File: config.mk
export PLATFORM = sky130hd
export DESIGN_NAME = rs_top
export DESIGN_NICKNAME = d
export VERILOG_FILES = /design/src/rs_pkg.sv /design/src/rs_top.sv /design/src/rs_issue_select.sv /design/src/rs_table.sv /design/src/rs_alloc.sv /design/src/rs_entry.sv
export SDC_FILE = /design/constraint.sdc
export NUM_CORES = 2
export LEC_CHECK = 0
export BUFFER_PORTS_ARGS = -buffer_cell sky130_fd_sc_hd__buf_2
export CAP_MARGIN = 20
export CORE_MARGIN = 2
export CORE_UTILIZATION = 59
export CTS_CLUSTER_SIZE = 16
export DETAILED_ROUTE_END_ITERATION = 6
export GPL_TIMING_DRIVEN = 1
export PLACE_DENSITY = 0.79
export SYNTH_ARGS = -nofsm -noshare
export SYNTH_HDL_FRONTEND = slang
export SYNTH_SLANG_ARGS = --single-unit
File: constraint.sdc
create_clock -name clock -period 5.4 [get_ports clock]
set_input_delay 0.27 -clock clock [delete_from_list [all_inputs] [get_ports clock]]
set_output_delay 0.27 -clock clock [all_outputs]
set_load 0.02 [all_outputs]
File: src/rs_pkg.sv
`default_nettype none

package rs_pkg;

    // ====================
    // sizes
    // ====================

    // station entries
    localparam int RS_DEPTH       = 8;
    // instructions offered per cycle
    localparam int DISPATCH_WIDTH = 2;
    // result broadcasts per cycle
    localparam int CDB_WIDTH      = 2;
    localparam int PHYS_REGS      = 64;
    localparam int ROB_DEPTH      = 32;
    // functional unit types, one issue port each
    localparam int FU_NUM         = 4;

    // ====================
    // vector types
    // ====================

    typedef logic [$clog2(PHYS_REGS)-1:0]        phys_tag_t;
    typedef logic [$clog2(ROB_DEPTH)-1:0]        rob_idx_t;
    typedef logic [$clog2(RS_DEPTH)-1:0]         rs_idx_t;
    // saturates at DISPATCH_WIDTH
    typedef logic [$clog2(DISPATCH_WIDTH+1)-1:0] rs_count_t;
    typedef logic [3:0]                          alu_func_t;
    typedef logic [31:0]                         imm_t;

    typedef enum logic [$clog2(FU_NUM)-1:0] {
        FU_ALU    = 2'd0,
        FU_MULT   = 2'd1,
        FU_MEM    = 2'd2,
        FU_BRANCH = 2'd3
    } fu_type_e;

    // ====================
    // structs
    // ====================

    // renamed instruction from dispatch
    typedef struct packed {
        logic      valid;
        fu_type_e  fu_type;
        alu_func_t alu_func;
        imm_t      imm;
        rob_idx_t  rob_idx;
        phys_tag_t dest_tag;
        phys_tag_t src1_tag;
        logic      src1_ready;
        phys_tag_t src2_tag;
        logic      src2_ready;
    } rs_packet_t;

    // one result broadcast
    typedef struct packed {
        logic      valid;
        phys_tag_t tag;
    } cdb_t;

    // contents of one issue register
    typedef struct packed {
        logic      valid;
        alu_func_t alu_func;
        imm_t      imm;
        rob_idx_t  rob_idx;
        phys_tag_t dest_tag;
        logic      spec;
    } issue_t;

endpackage

`default_nettype wire
File: src/rs_top.sv
`timescale 1ns/10ps
`default_nettype none

module rs_top (
    input  logic                                            clock,
    input  logic                                            reset,
    input  logic                                            flush_i,
    // dispatch side
    input  rs_pkg::rs_packet_t [rs_pkg::DISPATCH_WIDTH-1:0] disp_i,
    output rs_pkg::rs_count_t                               free_slots_o,
    output logic                                            full_o,
    // result broadcast
    input  rs_pkg::cdb_t [rs_pkg::CDB_WIDTH-1:0]            cdb_i,
    // branch resolution
    input  logic                                            br_resolve_i,
    input  logic                                            br_mispredict_i,
    // functional units
    input  logic [rs_pkg::FU_NUM-1:0]                       fu_ready_i,
    output rs_pkg::issue_t [rs_pkg::FU_NUM-1:0]             issue_o
);
    import rs_pkg::*;

    // table to selector
    rs_packet_t [RS_DEPTH-1:0] entries;
    logic [RS_DEPTH-1:0]       entry_spec;
    logic [RS_DEPTH-1:0]       entry_ready;
    // selector back to table
    logic [RS_DEPTH-1:0]       issue_grant;

    // ====================
    // station
    // ====================

    rs_table i_table (
        .clock           (clock),
        .reset           (reset),
        .flush_i         (flush_i),
        .disp_i          (disp_i),
        .cdb_i           (cdb_i),
        .br_resolve_i    (br_resolve_i),
        .br_mispredict_i (br_mispredict_i),
        .release_i       (issue_grant),
        .entries_o       (entries),
        .spec_o          (entry_spec),
        .ready_o         (entry_ready),
        .free_slots_o    (free_slots_o),
        .full_o          (full_o)
    );

    // ====================
    // issue
    // ====================

    rs_issue_select i_select (
        .clock           (clock),
        .reset           (reset),
        .flush_i         (flush_i),
        .entries_i       (entries),
        .spec_i          (entry_spec),
        .ready_i         (entry_ready),
        .br_resolve_i    (br_resolve_i),
        .br_mispredict_i (br_mispredict_i),
        .fu_ready_i      (fu_ready_i),
        .release_o       (issue_grant),
        .issue_o         (issue_o)
    );

endmodule

`default_nettype wire

File: src/rs_issue_select.sv
`timescale 1ns/10ps
`default_nettype none

module rs_issue_select (
    input  logic                                      clock,
    input  logic                                      reset,
    input  logic                                      flush_i,
    input  rs_pkg::rs_packet_t [rs_pkg::RS_DEPTH-1:0] entries_i,
    input  logic [rs_pkg::RS_DEPTH-1:0]               spec_i,
    input  logic [rs_pkg::RS_DEPTH-1:0]               ready_i,
    input  logic                                      br_resolve_i,
    input  logic                                      br_mispredict_i,
    input  logic [rs_pkg::FU_NUM-1:0]                 fu_ready_i,
    output logic [rs_pkg::RS_DEPTH-1:0]               release_o,
    output rs_pkg::issue_t [rs_pkg::FU_NUM-1:0]       issue_o
);
    import rs_pkg::*;

    logic                mispredict;
    logic                resolve_ok;
    logic [RS_DEPTH-1:0] eligible;
    logic [FU_NUM-1:0]   can_load;
    logic [FU_NUM-1:0]   pick_found;
    rs_idx_t             pick_idx [FU_NUM];
    issue_t [FU_NUM-1:0] pick_data;
    // issue register control
    logic [FU_NUM-1:0]   valid_q;
    logic [FU_NUM-1:0]   spec_q;
    // issue register payload
    issue_t [FU_NUM-1:0] data_q;

    assign mispredict = br_resolve_i && br_mispredict_i;
    assign resolve_ok = br_resolve_i && !br_mispredict_i;
    // shadowed entries vanish at this edge, skip them
    assign eligible   = ready_i & ~(spec_i & {RS_DEPTH{mispredict}});

    // ====================
    // per type picker
    // ====================

    always_comb begin
        release_o = '0;
        for (int t = 0; t < FU_NUM; t++) begin
            // empty, or current value leaves this edge
            can_load[t]   = !valid_q[t] || fu_ready_i[t];
            pick_found[t] = 1'b0;
            pick_idx[t]   = '0;
            // walk down so lowest index wins
            for (int i = RS_DEPTH - 1; i >= 0; i--) begin
                if (eligible[i] && (entries_i[i].fu_type == fu_type_e'(t))) begin
                    pick_found[t] = 1'b1;
                    pick_idx[t]   = rs_idx_t'(i);
                end
            end
            pick_data[t].valid    = pick_found[t];
            pick_data[t].alu_func = entries_i[pick_idx[t]].alu_func;
            pick_data[t].imm      = entries_i[pick_idx[t]].imm;
            pick_data[t].rob_idx  = entries_i[pick_idx[t]].rob_idx;
            pick_data[t].dest_tag = entries_i[pick_idx[t]].dest_tag;
            // correct resolve this cycle already lifts the shadow
            pick_data[t].spec     = spec_i[pick_idx[t]] && !resolve_ok;
            if (pick_found[t] && can_load[t]) begin
                release_o[pick_idx[t]] = 1'b1;
            end
        end
    end

    // ====================
    // issue registers
    // ====================

    always_ff @(posedge clock) begin
        for (int t = 0; t < FU_NUM; t++) begin
            if (reset || flush_i) begin
                valid_q[t] <= 1'b0;
                spec_q[t]  <= 1'b0;
            end else if (can_load[t]) begin
                valid_q[t] <= pick_found[t];
                spec_q[t]  <= pick_found[t] && pick_data[t].spec;
            end else if (mispredict && spec_q[t]) begin
                // held behind a stalled unit, killed by mispredict
                valid_q[t] <= 1'b0;
                spec_q[t]  <= 1'b0;
            end else if (resolve_ok) begin
                spec_q[t] <= 1'b0;
            end
        end
    end

    always_ff @(posedge clock) begin
        for (int t = 0; t < FU_NUM; t++) begin
            if (can_load[t] && pick_found[t]) begin
                data_q[t] <= pick_data[t];
            end
        end
    end

    always_comb begin
        for (int t = 0; t < FU_NUM; t++) begin
            issue_o[t]       = data_q[t];
            issue_o[t].valid = valid_q[t];
            issue_o[t].spec  = spec_q[t];
        end
    end

endmodule

`default_nettype wire

File: src/rs_table.sv
`timescale 1ns/10ps
`default_nettype none

module rs_table (
    input  logic                                            clock,
    input  logic                                            reset,
    input  logic                                            flush_i,
    input  rs_pkg::rs_packet_t [rs_pkg::DISPATCH_WIDTH-1:0] disp_i,
    input  rs_pkg::cdb_t [rs_pkg::CDB_WIDTH-1:0]            cdb_i,
    input  logic                                            br_resolve_i,
    input  logic                                            br_mispredict_i,
    input  logic [rs_pkg::RS_DEPTH-1:0]                     release_i,
    output rs_pkg::rs_packet_t [rs_pkg::RS_DEPTH-1:0]       entries_o,
    output logic [rs_pkg::RS_DEPTH-1:0]                     spec_o,
    output logic [rs_pkg::RS_DEPTH-1:0]                     ready_o,
    output rs_pkg::rs_count_t                               free_slots_o,
    output logic                                            full_o
);
    import rs_pkg::*;

    logic                                    mispredict;
    logic                                    resolve_ok;
    logic                                    branch_pending_q;
    logic                                    disp_branch;
    logic [DISPATCH_WIDTH-1:0]               slot_valid;
    logic [DISPATCH_WIDTH-1:0]               slot_spec;
    logic [DISPATCH_WIDTH-1:0][RS_DEPTH-1:0] grant;
    logic [RS_DEPTH-1:0]                     empty;
    logic [RS_DEPTH-1:0]                     write_en;
    logic [RS_DEPTH-1:0]                     write_spec;
    rs_packet_t [RS_DEPTH-1:0]               write_pkt;

    assign mispredict = br_resolve_i && br_mispredict_i;
    assign resolve_ok = br_resolve_i && !br_mispredict_i;

    // ====================
    // branch shadow
    // ====================

    always_comb begin
        logic branch_below;
        branch_below = 1'b0;
        disp_branch  = 1'b0;
        for (int s = 0; s < DISPATCH_WIDTH; s++) begin
            slot_valid[s] = disp_i[s].valid;
            // pending branch resolving now no longer shadows this slot
            slot_spec[s]  = (branch_pending_q && !br_resolve_i) || branch_below;
            // branch itself not speculative, only slots above it
            if (disp_i[s].valid && (disp_i[s].fu_type == FU_BRANCH)) begin
                branch_below = 1'b1;
                disp_branch  = 1'b1;
            end
        end
    end

    // one outstanding branch at a time
    always_ff @(posedge clock) begin
        if (reset || flush_i) begin
            branch_pending_q <= 1'b0;
        end else if (mispredict) begin
            branch_pending_q <= 1'b0;
        end else if (disp_branch) begin
            branch_pending_q <= 1'b1;
        end else if (br_resolve_i) begin
            branch_pending_q <= 1'b0;
        end
    end

    // ====================
    // allocation routing
    // ====================

    rs_alloc i_alloc (
        .empty_i      (empty),
        .request_i    (slot_valid),
        .grant_o      (grant),
        .free_slots_o (free_slots_o),
        .full_o       (full_o)
    );

    always_comb begin
        write_en   = '0;
        write_spec = '0;
        write_pkt  = '0;
        // nothing enters on a mispredict edge
        for (int s = 0; s < DISPATCH_WIDTH; s++) begin
            for (int e = 0; e < RS_DEPTH; e++) begin
                if (grant[s][e] && !mispredict) begin
                    write_en[e]   = 1'b1;
                    write_spec[e] = slot_spec[s];
                    write_pkt[e]  = disp_i[s];
                end
            end
        end
    end

    // ====================
    // entry array
    // ====================

    for (genvar e = 0; e < RS_DEPTH; e++) begin : g_entry
        rs_entry i_entry (
            .clock        (clock),
            .reset        (reset),
            .flush_i      (flush_i),
            .squash_i     (mispredict),
            .clear_spec_i (resolve_ok),
            .write_i      (write_en[e]),
            .release_i    (release_i[e]),
            .spec_i       (write_spec[e]),
            .packet_i     (write_pkt[e]),
            .cdb_i        (cdb_i),
            .packet_o     (entries_o[e]),
            .spec_o       (spec_o[e]),
            .empty_o      (empty[e]),
            .ready_o      (ready_o[e])
        );
    end

endmodule

`default_nettype wire

File: src/rs_alloc.sv
`timescale 1ns/10ps
`default_nettype none

module rs_alloc (
    input  logic [rs_pkg::RS_DEPTH-1:0]                             empty_i,
    input  logic [rs_pkg::DISPATCH_WIDTH-1:0]                       request_i,
    output logic [rs_pkg::DISPATCH_WIDTH-1:0][rs_pkg::RS_DEPTH-1:0] grant_o,
    output rs_pkg::rs_count_t                                       free_slots_o,
    output logic                                                    full_o
);
    import rs_pkg::*;

    // ====================
    // slot to entry grant
    // ====================

    always_comb begin
        logic [RS_DEPTH-1:0] taken;
        logic                found;
        taken   = '0;
        grant_o = '0;
        // slot 0 first, each slot takes lowest entry still free
        for (int s = 0; s < DISPATCH_WIDTH; s++) begin
            found = 1'b0;
            for (int e = 0; e < RS_DEPTH; e++) begin
                if (request_i[s] && empty_i[e] && !taken[e] && !found) begin
                    grant_o[s][e] = 1'b1;
                    taken[e]      = 1'b1;
                    found         = 1'b1;
                end
            end
        end
    end

    // ====================
    // free count
    // ====================

    always_comb begin
        free_slots_o = '0;
        // dispatch only needs to know up to its own width
        for (int e = 0; e < RS_DEPTH; e++) begin
            if (empty_i[e] && (free_slots_o < rs_count_t'(DISPATCH_WIDTH))) begin
                free_slots_o = free_slots_o + rs_count_t'(1);
            end
        end
    end

    assign full_o = ~|empty_i;

endmodule

`default_nettype wire

File: src/rs_entry.sv
`timescale 1ns/10ps
`default_nettype none

module rs_entry (
    input  logic                                 clock,
    input  logic                                 reset,
    input  logic                                 flush_i,
    input  logic                                 squash_i,
    input  logic                                 clear_spec_i,
    input  logic                                 write_i,
    input  logic                                 release_i,
    input  logic                                 spec_i,
    input  rs_pkg::rs_packet_t                   packet_i,
    input  rs_pkg::cdb_t [rs_pkg::CDB_WIDTH-1:0] cdb_i,
    output rs_pkg::rs_packet_t                   packet_o,
    output logic                                 spec_o,
    output logic                                 empty_o,
    output logic                                 ready_o
);
    import rs_pkg::*;

    // occupancy and branch shadow mark
    logic       valid_q;
    logic       spec_q;
    // stored instruction
    rs_packet_t data_q;

    // packet under tag compare, new one on write
    rs_packet_t cur_pkt;
    rs_packet_t next_pkt;
    logic       src1_hit;
    logic       src2_hit;
    logic       drop;

    // ====================
    // wakeup
    // ====================

    always_comb begin
        cur_pkt  = write_i ? packet_i : data_q;
        src1_hit = 1'b0;
        src2_hit = 1'b0;
        // same compare covers bypass on write and waiting sources
        for (int c = 0; c < CDB_WIDTH; c++) begin
            if (cdb_i[c].valid && (cdb_i[c].tag == cur_pkt.src1_tag)) begin
                src1_hit = 1'b1;
            end
            if (cdb_i[c].valid && (cdb_i[c].tag == cur_pkt.src2_tag)) begin
                src2_hit = 1'b1;
            end
        end
        next_pkt            = cur_pkt;
        next_pkt.src1_ready = cur_pkt.src1_ready | src1_hit;
        next_pkt.src2_ready = cur_pkt.src2_ready | src2_hit;
    end

    // leaves on issue, or on mispredict while in the branch shadow
    assign drop = release_i || (squash_i && spec_q);

    // ====================
    // state
    // ====================

    always_ff @(posedge clock) begin
        if (reset || flush_i) begin
            valid_q <= 1'b0;
            spec_q  <= 1'b0;
        end else if (drop) begin
            valid_q <= 1'b0;
            spec_q  <= 1'b0;
        end else if (write_i) begin
            valid_q <= 1'b1;
            spec_q  <= spec_i;
        end else if (clear_spec_i) begin
            // branch resolved correctly
            spec_q <= 1'b0;
        end
    end

    // payload, ready bits keep collecting tags every cycle
    always_ff @(posedge clock) begin
        data_q <= next_pkt;
    end

    // ====================
    // outputs
    // ====================

    always_comb begin
        packet_o       = data_q;
        packet_o.valid = valid_q;
    end

    assign spec_o  = spec_q;
    assign empty_o = !valid_q;
    // both operands present
    assign ready_o = valid_q && data_q.src1_ready && data_q.src2_ready;

endmodule

`default_nettype wire

==> flow_summary.json <==
{
  "root_buffer": "clkbuf_16",
  "layout.cells.non_filler": 6149,
  "mappedNetlistArea_um2": 43200,
  "cts.htree.levels": 3,
  "internal-power_mw": 9.95,
  "die_x_um": 275,
  "slew_headroom_pct": 11.5,
  "hold-path-endpoint": "i_table.g_entry[1].i_entry.packet_o[48]$_DFFE_PN_",
  "rsz0062_at_grt": "false",
  "ant_nets": 0,
  "highest_layer": "met5",
  "fmax_mhz": 239,
  "design_area_um2": 47900,
  "r2r-end": "i_table.g_entry[5].i_entry.packet_o[0]$_DFF_P_",
  "place_area_um2": 45100,
  "cts_tree": "yes",
  "pwr-share-comb_pct": 10.8,
  "area_growth_pct": 10.9,
  "violations": "DRC",
  "path_class": "flop to flop",
  "grt_max_degree": 192,
  "rows": 99,
  "num-fill-cells": 5806,
  "p_per_area_nw_per_um2": 278,
  "drcViolationCount": 22,
  "timing.final.crit_share_pct": 77.6,
  "layout_commonest_cell": "nand2_1",
  "route.met3.wl_um": 31100,
  "routed_wl_um": 175000,
  "final_cell_mix": "1628 x nand2_1, 804 x a21oi_1, 580 x edfxtp_1",
  "dieArea_um2": 75500,
  "reg2reg_depth": 10,
  "final_nets": 5260,
  "switchingPower_mw": 3.38,
  "ir_drop_mv": 0.203,
  "num_io_pins": 350,
  "grt_util_all_layers_pct": 45.0,
  "first_pass_iters": 7,
  "seq_area_um2": 20200,
  "synthCells": 5116,
  "p_leak_nw": 18.3,
  "ys.warnings.count": 0,
  "synth_ff_type": "edfxtp_1",
  "drv_cap": 0,
  "synth_edf_count": 580,
  "min_path_cells": 2,
  "io_buffers": 349,
  "vias": 43600,
  "status": "complete, but fails checks",
  "clock_sinks": 717,
  "drive_gt1_share_pct": 12.7,
  "multi_input_area_um2": 20800,
  "core_area_um2": 72700,
  "switching_share_pct": 25.3,
  "end_kind": "flop",
  "crit_arrival_ps": 4740,
  "hp-start": "disp_i[48]",
  "gp_congestion": 0.983,
  "ys_seq_area_share_pct": 46.6,
  "fin_worst_skew_ps": 30.7,
  "async_reset_ff_share_pct": 0,
  "syn_area_per_cell_um2": 8.45,
  "dieHeight_um": 275,
  "setup_tns_ps": 0,
  "synth_cell_types": 85,
  "placed_cells_incl_taps": 5976,
  "drv_slew": 0,
  "grt_pass1_vias": 40300,
  "power_mw": 13.3,
  "power_frac_seq_pct": 48.0,
  "wl_met2_um": 73000,
  "drt-met1-wl_um": 57300,
  "grt_antenna_before_repair": 28,
  "clkTransAtPathRegs_ps": 60,
  "setup_viol": 0,
  "period_minus_slack_ps": 4190,
  "p_clk_share_pct": 41.1,
  "initial_utilization_pct": 59.5,
  "cp_max_fo": 21,
  "worstPathRequired_ps": 5950,
  "hp-class": "input port to flop",
  "insertion_delay_ps": 640,
  "postSynthNetCount": 5270,
  "clock_path_buffers": 3,
  "via_per_inst": 7.08,
  "cts_made_buffers": 78,
  "rrSetupSlack_ps": 1210,
  "grt_pass1_wl_um": 253000,
  "start_kind": "flop",
  "dp_hpwl_um": 96900,
  "setup_slack_ps": 1210,
  "drtIter0Drc": 7791,
  "timing.rr.start": "i_table.g_entry[2].i_entry.valid_q$_SDFFE_PP0N_",
  "synth_seq_cells": 717,
  "hold_viol": 0,
  "grt_overflow": 0,
  "worst_pin_slew_ps": 1330,
  "pre_cts_ws_ps": 1290,
  "avgRoutedWirePerCell_um": 28.5
}
## metal layers
| layer | track usage [%] | vias to the layer above |
|---|---|---|
| met5 | 0 | - |
| met3 | 15.3 | 1122 |
| met2 | 65.0 | 4359 |
| met1 | 56.6 | 19900 |
| met4 | 32.0 | 18 |
| li1 | - | 18200 |
## area by class of cell
cell class / count / share of cell area, %
well taps: 959 / 2.50
flip-flops and latches: 717 / 42.1
inverters: 78 / 0.613
clock buffers: 106 / 4.55
diodes: 23 / 0.120
clock inverters: 35 / 0.770
repair buffers: 456 / 5.90
multi-input cells: 3775 / 43.5
## per-stage QoR
stage / hold WS, ps / util (%)
detailed placement: 451 / 62.1
global route: 41.8 / 65.9
CTS: 10.9 / 65.6
floorplan: 426 / -
finish: 29.6 / 65.9
global placement: 443 / 62.0
## synthesized netlist by cell type (all sizes together), types with 4 or more instances
| cell type | n | area [um2] |
|---|---|---|
| a21o | 4 | 30.0 |
| buf | 223 | 943 |
| or3 | 8 | 50.1 |
| a211oi | 8 | 60.1 |
| nor2 | 61 | 231 |
| xor2 | 78 | 683 |
| a22oi | 48 | 360 |
| and2 | 4 | 25.0 |
| nand4 | 53 | 332 |
| or4 | 215 | 1610 |
| nor2b | 13 | 81.3 |
| clkbuf | 323 | 1210 |
| xnor2 | 116 | 1020 |
| o22a | 5 | 43.8 |
| a22o | 423 | 3700 |
| mux2 | 16 | 180 |
| nor3 | 45 | 252 |
| nor4 | 13 | 81.3 |
| o21bai | 4 | 41.3 |
| o21ai | 29 | 145 |
| o211ai | 5 | 37.5 |
| nand3 | 37 | 195 |
| mux2i | 19 | 210 |
| inv | 78 | 293 |
| o311ai | 6 | 52.6 |
| o22ai | 13 | 81.3 |
| a21oi | 812 | 4090 |
| a31oi | 12 | 75.1 |
| nor4b | 5 | 58.8 |
| nand2 | 1631 | 6120 |
| dfxtp | 137 | 2740 |
| edfxtp | 580 | 17400 |
| or2 | 9 | 56.3 |
| nand2b | 9 | 56.3 |
| and3 | 17 | 111 |
## flip-flops by register name, indices dropped and copies added (netlist names)
| name | cells |
|---|---|
| i_select.issue_o | 188 |
| i_table.g_entry.i_entry.valid_q | 8 |
| i_select.spec_q | 4 |
| i_table.branch_pending_q | 1 |
| i_select.valid_q | 4 |
| i_table.g_entry.i_entry.packet_o | 504 |
| i_table.g_entry.i_entry.spec_o | 8 |
## kinds of logic (layout without fill, tap and decap cells)
| kind of cell | after synthesis | after routing | share of synthesized area (%) |
|---|---|---|---|
| other | 0 | 23 | 0 |
| multiplexers | 35 | 35 | 0.903 |
| adder cells (fa/ha/maj) | 5 | 5 | 0.133 |
| flip-flops | 717 | 717 | 46.6 |
| AND/OR/NAND/NOR | 2136 | 2136 | 21.8 |
| XOR/XNOR | 194 | 194 | 3.93 |
| AO/OA/AOI/OAI | 1405 | 1405 | 21.0 |
| buffers and inverters | 624 | 675 | 5.66 |
## power groups by stage
stage	Sequential [mW]	Clock (mW)	Combinational [mW]
2_1_floorplan	6.45	0	0.965
3_3_place_gp	6.50	0	1.34
3_5_place_dp	6.50	0	1.37
4_1_cts	6.39	5.45	1.38
5_1_grt	6.42	5.69	1.53
6_report	6.40	5.48	1.44
## repair_timing
item | 4_1_cts | 5_1_grt
hold buffers | 2 | 0
gates resized for setup | 0 | 0
endpoints found under the hold margin | 2 | 0
setup buffers | 0 | 0
## worst max-delay path by stage
stage | slack [ps] | start | endpoint | depth (start not counted)
6_report | 1210 | i_table.g_entry[2].i_entry.valid_q$_SDFFE_PP0N_ | i_table.g_entry[5].i_entry.packet_o[0]$_DFF_P_ | 10
5_1_grt | 1030 | i_table.g_entry[2].i_entry.valid_q$_SDFFE_PP0N_ | i_table.g_entry[5].i_entry.packet_o[0]$_DFF_P_ | 10
4_1_cts | 1270 | i_table.g_entry[2].i_entry.valid_q$_SDFFE_PP0N_ | i_table.g_entry[5].i_entry.packet_o[0]$_DFF_P_ | 10
3_5_place_dp | 1290 | i_table.g_entry[2].i_entry.valid_q$_SDFFE_PP0N_ | i_table.g_entry[5].i_entry.packet_o[0]$_DFF_P_ | 10
3_3_place_gp | 1330 | i_table.g_entry[2].i_entry.valid_q$_SDFFE_PP0N_ | i_table.g_entry[5].i_entry.packet_o[0]$_DFF_P_ | 10
2_1_floorplan | 430 | br_resolve_i | i_table.g_entry[7].i_entry.spec_o$_SDFFE_PP0P_ | 10
## worst max-delay path, cell delays in order (launching register included)
cell and delay (ps):
dfxtp_1 560, and3_1 380, a311o_2 430, o21ba_4 210, nor2_2 570, clkinv_2 660, o21ai_1 450, xor2_1 200
nand4_1 110, or4_1 430, nand4_1 100
No activity file was read; power rests on OpenSTA's default activity.
